==> config.mk <==
export PLATFORM = sky130hd
export DESIGN_NAME = layer_renderer
export DESIGN_NICKNAME = d
export VERILOG_FILES = /design/src/layer_pkg.sv /design/src/map_tile_fetcher.sv /design/src/pixel_unpacker.sv /design/src/line_writer.sv /design/src/layer_renderer.sv
export SDC_FILE = /design/constraint.sdc
export NUM_CORES = 1
export LEC_CHECK = 0
export BUFFER_PORTS_ARGS = -buffer_cell sky130_fd_sc_hd__buf_2
export CORE_AREA = 2 2 132 134
export DETAILED_ROUTE_END_ITERATION = 6
export DIE_AREA = 0 0 134 136
export HOLD_SLACK_MARGIN = 0.03
export PLACE_DENSITY = 0.84
export SYNTH_ARGS = -nofsm -noshare
export SYNTH_HDL_FRONTEND = slang
export SYNTH_HIERARCHICAL = 1
export SYNTH_SLANG_ARGS = --single-unit
==> constraint.sdc <==
create_clock -name clk -period 3.9 [get_ports clk]
set_input_delay 0.39 -clock clk [delete_from_list [all_inputs] [get_ports clk]]
set_output_delay 0.39 -clock clk [all_outputs]
set_load 0.01 [all_outputs]
==> src/layer_pkg.sv <==
// Shared widths, field positions and hand-off structs, imported by every renderer module
package layer_pkg;

    ////////////////////////////////////////////////////////////////////////////
    // Widths that carry a meaning
    ////////////////////////////////////////////////////////////////////////////

    typedef logic [8:0]  line_idx_t;
    typedef logic [11:0] scroll_t;
    // Base address in units of 128 words
    typedef logic [7:0]  base_t;
    typedef logic [14:0] bus_addr_t;
    typedef logic [31:0] bus_word_t;
    typedef logic [9:0]  lb_idx_t;
    typedef logic [7:0]  color_t;
    typedef logic [9:0]  tile_idx_t;
    // Map size is 32 tiles shifted left by this code
    typedef logic [1:0]  map_size_t;
    typedef logic [3:0]  nibble_t;

    ////////////////////////////////////////////////////////////////////////////
    // Layout constants
    ////////////////////////////////////////////////////////////////////////////

    // Last line buffer index written is LINE_PIXELS - 1
    localparam int LINE_PIXELS = 320;
    localparam int TILE_PIXELS = 8;
    localparam int BASE_SHIFT  = 7;

    // Map entry fields, tile number sits in bits 9:0
    localparam int MAP_FLIP_H_BIT = 10;
    localparam int MAP_FLIP_V_BIT = 11;
    localparam int MAP_PAL_LSB    = 12;

    ////////////////////////////////////////////////////////////////////////////
    // Structs
    ////////////////////////////////////////////////////////////////////////////

    // Layer registers, held stable for a whole line
    typedef struct packed {
        logic      bpp8;
        map_size_t map_width;
        map_size_t map_height;
        base_t     map_base;
        base_t     tile_base;
        scroll_t   hscroll;
        scroll_t   vscroll;
    } layer_cfg_t;

    // Fetched tile word plus the per-tile attributes the unpacker needs
    typedef struct packed {
        bus_word_t data;
        logic      hflip;
        nibble_t   pal_offset;
        logic      bpp8;
    } tile_word_t;

endpackage

==> src/map_tile_fetcher.sv <==
// Walks the tiles of a line, reads map entries and tile words over the bus, hands words on
`timescale 1ns/1ns

module map_tile_fetcher
    import layer_pkg::*;
(
    input  logic       clk,
    input  logic       rst,
    input  logic       line_start,
    input  line_idx_t  line_idx,
    input  layer_cfg_t cfg,
    input  bus_word_t  bus_rddata,
    input  logic       bus_ack,
    input  logic       word_ready,
    output bus_addr_t  bus_addr,
    output logic       bus_strobe,
    output logic       word_valid,
    output tile_word_t word
);

    typedef enum logic [2:0] {
        FETCH_IDLE,
        FETCH_MAP_REQ,
        FETCH_MAP_WAIT,
        FETCH_TILE_REQ,
        FETCH_TILE_WAIT,
        FETCH_HAND
    } fetch_state_e;

    fetch_state_e state;
    logic         req;
    logic [7:0]   tile_cnt;
    logic         half;
    bus_word_t    map_data;

    scroll_t      scrolled_line;
    logic [7:0]   row_mask;
    logic [7:0]   col_mask;
    logic [7:0]   map_row;
    logic [7:0]   map_col;
    logic [15:0]  map_idx;
    logic [15:0]  entry;
    tile_idx_t    tile;
    logic         hflip;
    logic         vflip;
    logic [2:0]   tile_row;
    bus_addr_t    tile_offset;
    bus_addr_t    map_addr;
    bus_addr_t    tile_addr;

    ////////////////////////////////////////////////////////////////////////////
    // Address generation
    ////////////////////////////////////////////////////////////////////////////

    assign scrolled_line = {3'b000, line_idx} + cfg.vscroll;

    // Power-of-two map sizes, so wrap is a mask
    assign row_mask = 8'hff >> (2'd3 - cfg.map_height);
    assign col_mask = 8'hff >> (2'd3 - cfg.map_width);
    assign map_row  = scrolled_line[10:3] & row_mask;
    assign map_col  = (tile_cnt + cfg.hscroll[10:3]) & col_mask;
    assign map_idx  = ({8'h00, map_row} << (4'd5 + cfg.map_width)) | {8'h00, map_col};
    assign map_addr = (bus_addr_t'(cfg.map_base) << BASE_SHIFT) + map_idx[15:1];

    // Two 16-bit entries per map word
    assign entry    = map_idx[0] ? map_data[31:16] : map_data[15:0];
    assign tile     = entry[9:0];
    assign hflip    = entry[MAP_FLIP_H_BIT];
    assign vflip    = entry[MAP_FLIP_V_BIT];
    assign tile_row = vflip ? ~scrolled_line[2:0] : scrolled_line[2:0];

    // 8bpp rows span two words, taken in reverse order when flipped
    assign tile_offset = cfg.bpp8 ? {1'b0, tile, tile_row, half ^ hflip}
                                  : {2'b00, tile, tile_row};
    assign tile_addr   = (bus_addr_t'(cfg.tile_base) << BASE_SHIFT) + tile_offset;

    assign bus_strobe = req && !bus_ack;

    ////////////////////////////////////////////////////////////////////////////
    // Fetch FSM
    ////////////////////////////////////////////////////////////////////////////

    always_ff @(posedge clk or posedge rst) begin
        if (rst) begin
            state      <= FETCH_IDLE;
            req        <= 1'b0;
            tile_cnt   <= '0;
            half       <= 1'b0;
            word_valid <= 1'b0;
        end else if (line_start) begin
            state      <= FETCH_MAP_REQ;
            req        <= 1'b0;
            tile_cnt   <= '0;
            half       <= 1'b0;
            word_valid <= 1'b0;
        end else begin
            case (state)
                FETCH_MAP_REQ: begin
                    req   <= 1'b1;
                    state <= FETCH_MAP_WAIT;
                end
                FETCH_MAP_WAIT: begin
                    if (bus_ack) begin
                        req   <= 1'b0;
                        state <= FETCH_TILE_REQ;
                    end
                end
                FETCH_TILE_REQ: begin
                    req   <= 1'b1;
                    state <= FETCH_TILE_WAIT;
                end
                FETCH_TILE_WAIT: begin
                    if (bus_ack) begin
                        req        <= 1'b0;
                        word_valid <= 1'b1;
                        state      <= FETCH_HAND;
                    end
                end
                FETCH_HAND: begin
                    if (word_ready) begin
                        word_valid <= 1'b0;
                        if (cfg.bpp8 && !half) begin
                            half  <= 1'b1;
                            state <= FETCH_TILE_REQ;
                        end else begin
                            half     <= 1'b0;
                            tile_cnt <= tile_cnt + 8'd1;
                            // Odd column now, so the next entry lives in a new map word
                            state    <= map_col[0] ? FETCH_MAP_REQ : FETCH_TILE_REQ;
                        end
                    end
                end
                default: begin
                    state <= FETCH_IDLE;
                end
            endcase
        end
    end

    // Address, map word and tile word capture
    always_ff @(posedge clk) begin
        if (state == FETCH_MAP_REQ) begin
            bus_addr <= map_addr;
        end
        if (state == FETCH_TILE_REQ) begin
            bus_addr <= tile_addr;
        end
        if (state == FETCH_MAP_WAIT && bus_ack) begin
            map_data <= bus_rddata;
        end
        if (state == FETCH_TILE_WAIT && bus_ack) begin
            word.data       <= bus_rddata;
            word.hflip      <= hflip;
            word.pal_offset <= entry[MAP_PAL_LSB +: 4];
            word.bpp8       <= cfg.bpp8;
        end
    end

endmodule

==> src/pixel_unpacker.sv <==
// Splits each tile word into palette colors, one per cycle, applying flip and palette offset
`timescale 1ns/1ns

module pixel_unpacker
    import layer_pkg::*;
(
    input  logic       clk,
    input  logic       rst,
    input  logic       line_start,
    input  logic       word_valid,
    input  tile_word_t word,
    input  logic       pix_ready,
    output logic       word_ready,
    output logic       pix_valid,
    output color_t     pix
);

    tile_word_t cur;
    logic       loaded;
    logic [2:0] cnt;
    logic [2:0] last_idx;
    logic [2:0] pos;
    logic       last;
    logic       advance;
    logic [3:0] nib;
    color_t     raw;
    color_t     color;

    // 8 pixels per word at 4bpp, 4 at 8bpp
    assign last_idx = cur.bpp8 ? 3'(TILE_PIXELS / 2 - 1) : 3'(TILE_PIXELS - 1);
    assign pos      = cur.hflip ? last_idx - cnt : cnt;
    assign last     = (cnt == last_idx);

    // Output slot free when empty or being taken this cycle
    assign advance    = !pix_valid || pix_ready;
    assign word_ready = !loaded || (advance && last);

    ////////////////////////////////////////////////////////////////////////////
    // Pixel select and palette offset
    ////////////////////////////////////////////////////////////////////////////

    always_comb begin
        // Even positions take the high nibble
        nib = cur.data[{pos[2:1], ~pos[0], 2'b00} +: 4];
        if (cur.bpp8) begin
            raw = cur.data[{pos[1:0], 3'b000} +: 8];
        end else begin
            raw = {4'h0, nib};
        end
        if (raw[7:4] == 4'h0 && raw[3:0] != 4'h0) begin
            color = {cur.pal_offset, raw[3:0]};
        end else begin
            color = raw;
        end
    end

    ////////////////////////////////////////////////////////////////////////////
    // Pixel counter and output register
    ////////////////////////////////////////////////////////////////////////////

    always_ff @(posedge clk or posedge rst) begin
        if (rst) begin
            loaded    <= 1'b0;
            cnt       <= '0;
            pix_valid <= 1'b0;
        end else if (line_start) begin
            loaded    <= 1'b0;
            cnt       <= '0;
            pix_valid <= 1'b0;
        end else begin
            if (advance) begin
                pix_valid <= loaded;
                if (loaded) begin
                    if (last) begin
                        cnt    <= '0;
                        loaded <= 1'b0;
                    end else begin
                        cnt <= cnt + 3'd1;
                    end
                end
            end
            // A new word may land in the same cycle as the last pixel
            if (word_valid && word_ready) begin
                loaded <= 1'b1;
                cnt    <= '0;
            end
        end
    end

    always_ff @(posedge clk) begin
        if (advance && loaded) begin
            pix <= color;
        end
        if (word_valid && word_ready) begin
            cur <= word;
        end
    end

endmodule

==> src/line_writer.sv <==
// Writes accepted pixels to the line buffer from the sub-tile scroll start up to the line end
`timescale 1ns/1ns

module line_writer
    import layer_pkg::*;
(
    input  logic    clk,
    input  logic    rst,
    input  logic    line_start,
    input  scroll_t hscroll,
    input  logic    pix_valid,
    input  color_t  pix,
    output logic    pix_ready,
    output lb_idx_t linebuf_idx,
    output color_t  linebuf_data,
    output logic    linebuf_wren
);

    lb_idx_t idx;
    logic    done;
    logic    transfer;

    // Idle until the first line starts
    assign pix_ready = !done;
    assign transfer  = pix_valid && pix_ready;

    always_ff @(posedge clk or posedge rst) begin
        if (rst) begin
            idx          <= '0;
            done         <= 1'b1;
            linebuf_wren <= 1'b0;
        end else if (line_start) begin
            // Start left of index 0 by the fine scroll, wrapping to the top of the buffer
            idx          <= lb_idx_t'(0) - lb_idx_t'(hscroll[2:0]);
            done         <= 1'b0;
            linebuf_wren <= 1'b0;
        end else begin
            linebuf_wren <= transfer;
            if (transfer) begin
                idx <= idx + lb_idx_t'(1);
                if (idx == lb_idx_t'(LINE_PIXELS - 1)) begin
                    done <= 1'b1;
                end
            end
        end
    end

    always_ff @(posedge clk) begin
        if (transfer) begin
            linebuf_idx  <= idx;
            linebuf_data <= pix;
        end
    end

endmodule

==> src/layer_renderer.sv <==
// Tile layer line renderer top, chains fetcher, unpacker and line buffer writer
`timescale 1ns/1ns

module layer_renderer
    import layer_pkg::*;
(
    input  logic       clk,
    input  logic       rst,

    // Line control and layer registers
    input  line_idx_t  line_idx,
    input  logic       line_start,
    input  layer_cfg_t cfg,

    // Video memory bus
    output bus_addr_t  bus_addr,
    output logic       bus_strobe,
    input  bus_word_t  bus_rddata,
    input  logic       bus_ack,

    // Line buffer write port
    output lb_idx_t    linebuf_idx,
    output color_t     linebuf_data,
    output logic       linebuf_wren
);

    // Fetcher to unpacker
    logic       word_valid;
    logic       word_ready;
    tile_word_t word;

    // Unpacker to writer
    logic       pix_valid;
    logic       pix_ready;
    color_t     pix;

    map_tile_fetcher fetch0 (
        .clk        (clk),
        .rst        (rst),
        .line_start (line_start),
        .line_idx   (line_idx),
        .cfg        (cfg),
        .bus_rddata (bus_rddata),
        .bus_ack    (bus_ack),
        .word_ready (word_ready),
        .bus_addr   (bus_addr),
        .bus_strobe (bus_strobe),
        .word_valid (word_valid),
        .word       (word)
    );

    pixel_unpacker unpack0 (
        .clk        (clk),
        .rst        (rst),
        .line_start (line_start),
        .word_valid (word_valid),
        .word       (word),
        .pix_ready  (pix_ready),
        .word_ready (word_ready),
        .pix_valid  (pix_valid),
        .pix        (pix)
    );

    line_writer write0 (
        .clk          (clk),
        .rst          (rst),
        .line_start   (line_start),
        .hscroll      (cfg.hscroll),
        .pix_valid    (pix_valid),
        .pix          (pix),
        .pix_ready    (pix_ready),
        .linebuf_idx  (linebuf_idx),
        .linebuf_data (linebuf_data),
        .linebuf_wren (linebuf_wren)
    );

endmodule

After elaboration in Yosys (flattened, before gate mapping):

Index checks and enable logic that the tools add are counted.

* bits in registers: 180
* bits in latches: 0
* RAM bits: 0
* bits in read-only memories: 0
* bits of input ports: 90
* output and inout port bits: 35
* logic and storage cells: 145
* memories: 0

* add/subtract/negate cells: 12
* multiply operators: 0
* div/mod/pow operators: 0
* magnitude comparators: 0
* eq/ne operators: 12
* shift operators: 5
* muxes and demuxes: 49
* bitwise gates (word level): 6
* reduce and logical (&&, ||, !) cells: 37

Operators by type and width (number)
* $mux 8: 6
* $mux 3: 13
* $shiftx 32x6->4: 1
* $shiftx 32x6->8: 1
* $add 15x15->15: 2
* $mux 15: 2
* $mux 1: 20
* $mux 10: 2
* $and 8x8->8: 2
* $mux 16: 1
* $or 16x8->16: 1
* $shl 8x4->16: 1
* $shr 8x2->8 const A: 2
* $pmux 3 s5: 1
* $mux 14: 1
* $reduce_bool 2->1: 6
* $reduce_bool 3->1: 4
* $add 9x11->11: 1
* $add 10x1->10 const B: 1
* $eq 10x9->1 const B: 1
* $logic_and 1x1->1: 9
* $reduce_and 3->1: 3
* $add 8x1->8 const B: 1
* $add 8x8->8: 1
* 24 further kinds: 38

Logic depth before layout (Yosys ltp):

Gate-level depths: netlist of run 1.

* word-level depth: 10
* gate-level depth with buffers: 19
* mapped depth without buffers: 19

Hierarchy:

Netlist of run 1, hierarchy kept.

Modules (own cells, without submodules)
* map_tile_fetcher: instances 1, cells an instance 446, area an instance 5469.0 µm², sequential area each 2902.8 µm²
* pixel_unpacker: instances 1, cells an instance 212, area an instance 2950.3 µm², sequential area each 1506.4 µm²
* line_writer: instances 1, cells an instance 94, area an instance 1272.5 µm², sequential area each 842.1 µm²

Worst setup path before layout of run 1:

OpenSTA, ideal clock, no wires.

* path type: input to register
* start: in line_idx[0]
* end: reg fetch0.bus_addr[14], data pin
* library setup time: 0.264 ns
* arrival time: 3.663 ns
* required time: 3.636 ns
* slack: -0.027 ns
* stages: 18
* buffers on the path: 0
* path through: ha_1 > inv_1 > fa_1 > nor2b_1 > o31a_1 > o21a_1 > o21a_1 > nor2_1 > mux4_2 > mux2_4 > ha_1 > a21o_1 > a21oi_1 > o21ai_0 > a31oi_1 > xor2_1 > mux2i_1 > mux2i_1

* cells in the longest elaborated chain, start to end: 9
* elaborated cells between the ends (all ways): 13
* classes of those cells: add/sub (3); shift (1); mux (5); bitwise (4)

RTL lines
* start, declared: line layer_renderer.sv:11 `input line_idx_t line_idx,`
* $add 9x11->11 *: line map_tile_fetcher.sv:55 `assign scrolled_line = {3'b000, line_idx} + cfg.vscroll;`
* $and 8x8->8: line map_tile_fetcher.sv:60 `assign map_row = scrolled_line[10:3] & row_mask;`
* $shl 8x4->16: line map_tile_fetcher.sv:62 `assign map_idx = ({8'h00, map_row} << (4'd5 + cfg.map_width)) | {8'h00, map_col};`
* $or 16x8->16: line map_tile_fetcher.sv:62
* $mux 16: line map_tile_fetcher.sv:66 `assign entry = map_idx[0] ? map_data[31:16] : map_data[15:0];`
* $mux 3 / $xor 1x1->1 (equally long branches): line map_tile_fetcher.sv:70, map_tile_fetcher.sv:73
* $mux 14: line map_tile_fetcher.sv:73 `assign tile_offset = cfg.bpp8 ? {1'b0, tile, tile_row, half ^ hflip}`
* $add 15x15->15: line map_tile_fetcher.sv:75 `assign tile_addr = (bus_addr_t'(cfg.tile_base) << BASE_SHIFT) + tile_offset;`
* $mux 15 *: line map_tile_fetcher.sv:145 `if (state == FETCH_TILE_REQ) begin`
* end signal, assigned: line map_tile_fetcher.sv:143 `bus_addr <= map_addr;`
* end signal, assigned: line map_tile_fetcher.sv:146 `bus_addr <= tile_addr;`
* end, declared: line map_tile_fetcher.sv:15 `output bus_addr_t bus_addr,`

Every way passes the cells marked *; elsewhere a longest branch is shown, timed or not. The select of a mux whose other input is x is not followed.
A chain may end at the register's enable or synchronous reset.

Worst setup path after layout of run 1:

Ends and elaborated chain as after synthesis.

==> impl_results.md, run 1 <==
* Layout cells sized above 1 at between 20% and 30%
* Endpoint, Worst Hold: fetch0/word[13]
* Worst vdd ir at 0.353 mV
* CP max FO at 4
* Drt pass-1 iters at 6
* DIE WIDTH at 134 um
* Total CTS buffers at 17
* Clk pin slew, worst setup/hold paths at 0.07 ns
* Post-synth EDFFs at around 150
* Syn avg cell area at 12.9 um2
* Area contributors post-synth: edfxtp_1 (46%), dfrtp_1 (7.7%), ha_1 (4.6%)
* Worst Reg-to-Reg Cells at 11
* Max Root-Sink Buffers at 2
* Vias/cell at 5.94
* Worst flop-to-flop path startpoint: fetch0/tile_cnt[0]
* Setup CP Type: in -> reg
* Final Slew Violations at 0
* Worst Tran Pin Value at about 1.1 ns
* Metal2 WL at between 9000 and 10,000 um
* Overall Global Routing Usage at about a quarter
* Hold path startpoint: bus_rddata[7]
* Relative slew margins at 23.4%
* Synth Flop Type: edfxtp_1
* Pwr Density at around 410 nW/um2
* Post-synth top area cell: edfxtp_1
* Post-synthesis simple-gate area fraction at roughly a tenth
* Leakage at roughly 4.3 nW
* Largest net degree at the start of global routing at 40
* Residual DRC count at 0
* Result of the run: complete, no violations
* Setup crit end kind: flip-flop
* Syn Inst Count at around 750
* Synthesized flop and latch total at 180
* Ys async rst share at 17.2%
* Mean routed wirelength per cell at ~18 um
* Maximum clock rate at 271 MHz
* FILL cells at between 1,000 and 1,500
* Detail Route met3 WL at about 1600 um
* Post-route ant nets at 0
* Synth Area in Adders at under 10%
* Core Box Area at approximately 17,000 um2
* Fin crit period at 3.69 ns
* Worst-Skew Late Latency at 0.43 ns
* Crit start category: input pin
* DR iter-0 viols at 426
* Data required, critical path at 4.07 ns
* Hold Path Class: in -> reg
* CTS sink cnt at 180
* Yosys warns at 6
* Reg-to-reg setup timing slack at about 0.53 ns
* Synthesis-to-finish area growth at 16.2%
* Compound-cell area share of the yosys netlist at 10.9%
* Syn Nets at 882
* Post-synthesis mux area share at between 10 and 15%
* Nets at between 1,000 and 1,500
* Root Buffer: clkbuf_16
* Fin. Hold Viols at 0
* Crit path DAT at 3.86 ns
* Site Rows at between 40 and 50
* WL met1 at ~8400 um
* Commonest non-fill, non-tap cell in the layout: edfxtp_1
* Initial antenna violation count at 0
* XOR/XNOR share of the synthesized area at between 3 and 4%
* Mapped Area at about 9700 um2
* Synth cell types at 80
* Final weighted congestion in routability-driven placement at ~0.90
* Dpl ws at -0.349 ns
* CTS tree: built
* Final setup fails at 0
* H-tree lvl count at 4
* First-pass GRT wire length at around 33,000 um
* Die area at 18,200 um2
* Fin util at 66.7%
* Hold path depth at 1
* Initial Utilization at between 50 and 60%
* Final wirelength at approximately 20,000 um
* Share of the synthesized area in the top cell type at a little under half
* Largest family of logic cells by synthesized area: multiplexers
* Worst R2R End: fetch0/bus_addr[14]
* I/O Pins at around 130
* Vias in the first global route at ~6,600
* Final setup margin at ~0.21 ns
* Post-DP HPWL at roughly 15,000 um
* Die Y at 136 um
* I/O Buffers at between 100 and 150
* Grt ovf at 0
* Max Used Layer: met4
* Clk_skew at between 0.01 and 0.015 ns
* Overall power at 4.64 mW
* Most frequent cells in the layout: edfxtp_1 (149), buf_2 (122), mux2i_1 (43)
* Total number of vias at 6,731
* # diodes at 0
* Hold Worst Slack at 0.142 ns
* Crit share post-route at between 90% and 100%
* Post-synthesis sequential area ratio at between 50% and 60%
* # Max-Cap Violations at 0
[cell type report]
| class | count | area (um2) | share of cell area [%] |
|---|---|---|---|
| tap | 225 | 282 | 2.50 |
| clock buffer | 17 | 425 | 3.78 |
| sequential | 180 | 5250 | 46.6 |
| inverter | 37 | 139 | 1.23 |
| clock inverter | 15 | 171 | 1.52 |
| timing repair buffer | 155 | 861 | 7.64 |
| multi-input combinational | 505 | 4130 | 36.7 |
[worst max-delay path: stages]
cell     delay [ns]
buf_2          0.08
ha_2           0.20
inv_1          0.06
fa_2           0.34
nor2b_2        0.13
o31a_1         0.22
o21a_1         0.18
o21a_1         0.13
nor2_1         0.05
mux4_2         0.47
mux2_4         0.29
ha_1           0.28
a21o_1         0.17
a21oi_2        0.16
o21ai_1        0.10
a31oi_2        0.25
xor2_1         0.10
mux2i_1        0.13
mux2i_1        0.10
[flip-flops by register name, indices dropped and copies added (netlist names)]
name and flops:
unpack0/pix 8, write0/done 1, fetch0/state 3, write0/linebuf_data 8
fetch0/req 1, unpack0/cur 38, fetch0/tile_cnt 8, unpack0/loaded 1
fetch0/bus_addr 15, fetch0/map_data 32, write0/linebuf_wren 1, unpack0/cnt 3
write0/linebuf_idx 10, fetch0/half 1, fetch0/word_valid 1, write0/idx 10
unpack0/pix_valid 1, fetch0/word 38
[through the flow]
stage | cells | cell area, um2 | setup TNS [ns]
floorplan | 752 | 9690 | 0
global placement | 1101 | 10600 | -0.718
detailed placement | 1101 | 10600 | -1.16
CTS | 1134 | 11200 | 0
global route | 1134 | 11300 | -0.00579
finish | 1134 | 11300 | 0
[per-layer routing]
metal  global-route usage [%]  vias to the layer above
met2                     39.1                      299
met4                     8.10                        0
met1                     31.0                     3205
met5                        0                        -
li1                         -                     3188
met3                     5.85                       39
[cells by family (layout without fill, tap and decap cells)]
family                     after synthesis  after routing
and+or+nand+nor                        184            184
DFF                                    180            180
AOI/OAI and AO/OA                      160            160
muxes                                   83             83
buffers and inverters                   67            224
adders and majority gates               40             40
xor gates and xnor gates                38             38
[repair_timing]
action,in CTS,in global routing
hold endpoints to repair,24,0
gates resized for setup,0,7
setup buffers,0,0
hold buffers,1,0
endpoints found under the setup margin,0,3
[synthesized netlist by cell type (4+ instances only)]
master,count
and3_1,4
nor3b_1,4
o21bai_1,9
fa_1,4
a41o_1,4
a21o_1,6
inv_1,34
a21oi_1,39
dfrtp_1,30
mux2_2,15
xor2_1,14
a211oi_1,6
nor3_1,11
o211ai_1,7
o21ai_1,5
a31oi_1,12
mux4_1,4
nor2b_1,10
buf_2,6
edfxtp_1,149
nand4_1,6
or4_1,8
or2_2,4
or3_1,5
nand3_1,21
nand2_1,32
ha_1,36
mux4_2,20
nand2b_1,13
buf_6,4
clkbuf_1,12
buf_4,5
mux2i_1,43
nor2_1,43
o21ai_0,27
o22ai_1,15
xnor2_1,24
[where the power goes]
part / switching, mW / total [mW] / leakage, nW / internal, mW
Sequential: 0.0489 / 2.22 / 1.73 / 2.17
Combinational: 0.387 / 0.727 / 2.31 / 0.340
Clock: 0.824 / 1.69 / 0.291 / 0.867
[how the worst max path moves through the flow]
stage	startpoint	end	cells past startpoint
CTS	line_idx[0]	fetch0/bus_addr[14]	19
finish	line_idx[0]	fetch0/bus_addr[14]	19
global placement	line_idx[0]	fetch0/bus_addr[14]	19
detailed placement	line_idx[0]	fetch0/bus_addr[14]	19
global route	line_idx[0]	fetch0/bus_addr[14]	19
floorplan	line_idx[0]	fetch0/bus_addr[14]	18
(Power assumes the default switching activity.)
==> inputs of run 2 (changes only) <==
--- a/config.mk
+++ b/config.mk
@@ -6,11 +6,12 @@
 export NUM_CORES = 1
 export LEC_CHECK = 0
 export BUFFER_PORTS_ARGS = -buffer_cell sky130_fd_sc_hd__buf_2
-export CORE_AREA = 2 2 132 134
+export CORE_AREA = 2 2 147 149
 export DETAILED_ROUTE_END_ITERATION = 6
-export DIE_AREA = 0 0 134 136
+export DIE_AREA = 0 0 149 151
 export HOLD_SLACK_MARGIN = 0.03
-export PLACE_DENSITY = 0.84
+export PLACE_DENSITY = 0.7
+export SKIP_LAST_GASP = 1
 export SYNTH_ARGS = -nofsm -noshare
 export SYNTH_HDL_FRONTEND = slang
 export SYNTH_HIERARCHICAL = 1
==> impl_results.md, run 2 (synthesis gave the netlist of run 1 again) <==
* Die Y at 151 um (was 136 um)
* Multi-input logic area at 4120 um2 (was 4130 um2)
* Setup TNS Final at 0 ns (unchanged)
* Final Slew Violations at 0 (unchanged)
* Max Root-Sink Buffers at 2 (unchanged)
* Switch Pwr at 1.13 mW (was 1.26 mW)
* DIE WIDTH at 149 um (was 134 um)
* Overall power at 4.55 mW (was 4.64 mW)
* Fin crit period at 3.66 ns (was 3.69 ns)
* CP cell instances: buf_2 > ha_1 > inv_1 > fa_1 > nor2b_1 > o31a_1 > o21a_1 > o21a_1 > nor2_1 > mux4_2 > mux2_4 > ha_1 > a21o_1 > a21oi_1 > o21ai_0 > a31oi_2 > xnor2_1 > mux2i_1 > mux2i_1 (was buf_2 > ha_2 > inv_1 > fa_2 > nor2b_2 > o31a_1 > o21a_1 > o21a_1 > nor2_1 > mux4_2 > mux2_4 > ha_1 > a21o_1 > a21oi_2 > o21ai_1 > a31oi_2 > xor2_1 > mux2i_1 > mux2i_1)
* Total number of vias at 6,523 (was 6,731)
* Initial Utilization at 46.5% (was 57.4%)
* Relative slew margins at 28.2% (was 23.4%)
* Final setup fails at 0 (unchanged)
* Register share of total power at 48.7% (was 47.8%)
* Final setup margin at 0.240 ns (was 0.211 ns)
* Hold Path Class: in -> reg (unchanged)
* CP max FO at 3 (was 4)
* Synthesis-to-finish area growth at 16.6% (was 16.2%)
* Worst Tran Pin Value at 1.07 ns (was 1.15 ns)
* Internal Dissipation at 3.42 mW (was 3.38 mW)
* First-pass GRT wire length at 32,100 um (was 33,400 um)
* Worst vdd ir at 0.281 mV (was 0.353 mV)
* Nets at 1,028 (was 1,026)
* Critical Path Start: line_idx[0] (unchanged)
* Clock share of power at 35.6% (was 36.5%)
* Commonest non-fill, non-tap cell in the layout: edfxtp_1 (unchanged)
* Register Area at 5250 um2 (unchanged)
* Total CTS buffers at 17 (unchanged)
* Maximum clock rate at 273 MHz (was 271 MHz)
* Residual DRC count at 0 (unchanged)
* Crit path DAT at 3.83 ns (was 3.86 ns)
* Setup CP Type: in -> reg (unchanged)
* Crit share post-route at 93.8% (was 94.6%)
* Die area at 22,500 um2 (was 18,200 um2)
* Sw Share at 24.8% (was 27.2%)
* Initial antenna violation count at 2 (was 0)
* Fin util at 54.3% (was 66.7%)
* Most frequent cells in the layout: edfxtp_1 (149), buf_2 (122), mux2i_1 (43) (unchanged)
* Overall Global Routing Usage at 18.4% (was 23.7%)
* Placed cells at 1,153 (was 1,101)
* Leakage at 4.32 nW (was 4.33 nW)
* Comb power frac at 15.7% (about the same)
* Mean routed wirelength per cell at 16.7 um (was 18.1 um)
* Post-DP Area at 10,700 um2 (was 10,600 um2)
* Fin. Hold Viols at 0 (unchanged)
* Dpl ws at -0.246 ns (was -0.349 ns)
* Hold path startpoint: bus_rddata[15] (was bus_rddata[7])
* Result of the run: complete, no violations (unchanged)
* I/O Pins at 125 (unchanged)
* Vias in the first global route at 6,351 (was 6,647)
* H-tree lvl count at 4 (unchanged)
* Core Box Area at 20,800 um2 (was 16,900 um2)
* Largest regs: fetch0/word x38, unpack0/cur x38, fetch0/map_data x32 (unchanged)
* Post-Layout Cell Count at 1,188 (was 1,134)
* Post-route ant nets at 0 (unchanged)
* Layout cells sized above 1 at 27.2% (was 27.5%)
* CTS sink cnt at 180 (unchanged)
* Worst-Skew Late Latency at 0.43 ns (about the same)
* Hold Worst Slack at 0.153 ns (was 0.142 ns)
* Worst path max stage delay at 0.47 ns (about the same)
* Final weighted congestion in routability-driven placement at 0.931 (was 0.899)
* Worst flop-to-flop path startpoint: fetch0/tile_cnt[0] (unchanged)
* Drt pass-1 iters at 4 (was 6)
* RSZ-0062 raised after global routing: yes
* CTS tree: built (unchanged)
* # Max-Cap Violations at 0 (unchanged)
* Setup crit end kind: flip-flop (unchanged)
* Post-route design area at 11,300 um2 (about the same)
* Final wirelength at 19,900 um (was 20,500 um)
* Largest net degree at the start of global routing at 40 (unchanged)
* Root Buffer: clkbuf_16 (unchanged)
* FILL cells at 1,787 (was 1,216)
* Post-CTS Setup Bufs at 0 (unchanged)
* Crit start category: input pin (unchanged)
* Data required, critical path at 4.07 ns (about the same)
* Pwr Density at 403 nW/um2 (was 412 nW/um2)
* Clk pin slew, worst setup/hold paths at 0.07 ns (about the same)
* Post-DP HPWL at 14,700 um (about the same)
* I/O Buffers at 122 (unchanged)
* CP max-delay cell: mux4_2 (unchanged)
* Grt ovf at 0 (unchanged)
* DR iter-0 viols at 454 (was 426)
* Vias/cell at 5.49 (was 5.94)
* Clk_skew at 0.0109 ns (was 0.0102 ns)
* Site Rows at 53 (was 48)
==> run 2: area by class of cell <==
| class | count | share of cell area [%] |
|---|---|---|
| diodes | 2 | 0.0443 |
| clock buffers | 21 | 4.07 |
| clock inverters | 11 | 0.919 |
| inverters | 37 | 1.23 |
| multi-input cells | 505 | 36.5 |
| flip-flops and latches | 180 | 46.5 |
| well taps | 275 | 3.04 |
| repair buffers | 157 | 7.75 |
==> run 2: power groups by stage <==
stage / Clock [mW] / Sequential (mW) / Combinational [mW]
after global routing: 1.74 / 2.23 / 0.793
after CTS: 1.66 / 2.22 / 0.713
after detailed placement: 0 / 2.25 / 0.709
after global placement: 0 / 2.26 / 0.699
final: 1.62 / 2.22 / 0.714
after floorplan: 0 / 2.26 / 0.454
==> run 2: repair_timing <==
item / in CTS / in global routing
hold endpoints to repair: 16 / 0
gates resized for setup: 0 / 2
endpoints found under the setup margin: 0 / 2
hold buffers: 1 / 0
==> run 2: path summary, 6_finish.rpt <==
kind                                     endpoint  slack [ns]  cells past startpoint
setup reg to reg              fetch0/bus_addr[14]        0.50                     10
hold reg to reg            write0/linebuf_data[5]        0.42                      0
max in group asynchronous         fetch0/state[2]        2.87                      3
setup / recovery              fetch0/bus_addr[14]        0.24                     19
hold / removal                fetch0/map_data[15]        0.15                      1
min in group asynchronous          unpack0/cnt[1]        0.46                      3
==> run 2: metal layers <==
metal | up-vias | wire length (um) | track usage (%)
li1 | 3193 | - | -
met1 | 3137 | 8480 | 22.7
met2 | 167 | 9980 | 31.5
met3 | 24 | 1110 | 5.06
met4 | 2 | 313 | 5.76
met5 | - | 13 | 0
==> run 2: critical path: cells and delay by family <==
kind                     cells  cell delay, ns
buffers and inverters        2            0.13
AND/OR/NAND/NOR              2            0.20
XOR/XNOR                     1            0.09
adder cells (fa/ha/maj)      3            0.80
AO/OA/AOI/OAI                7            1.20
multiplexers                 4            1.01
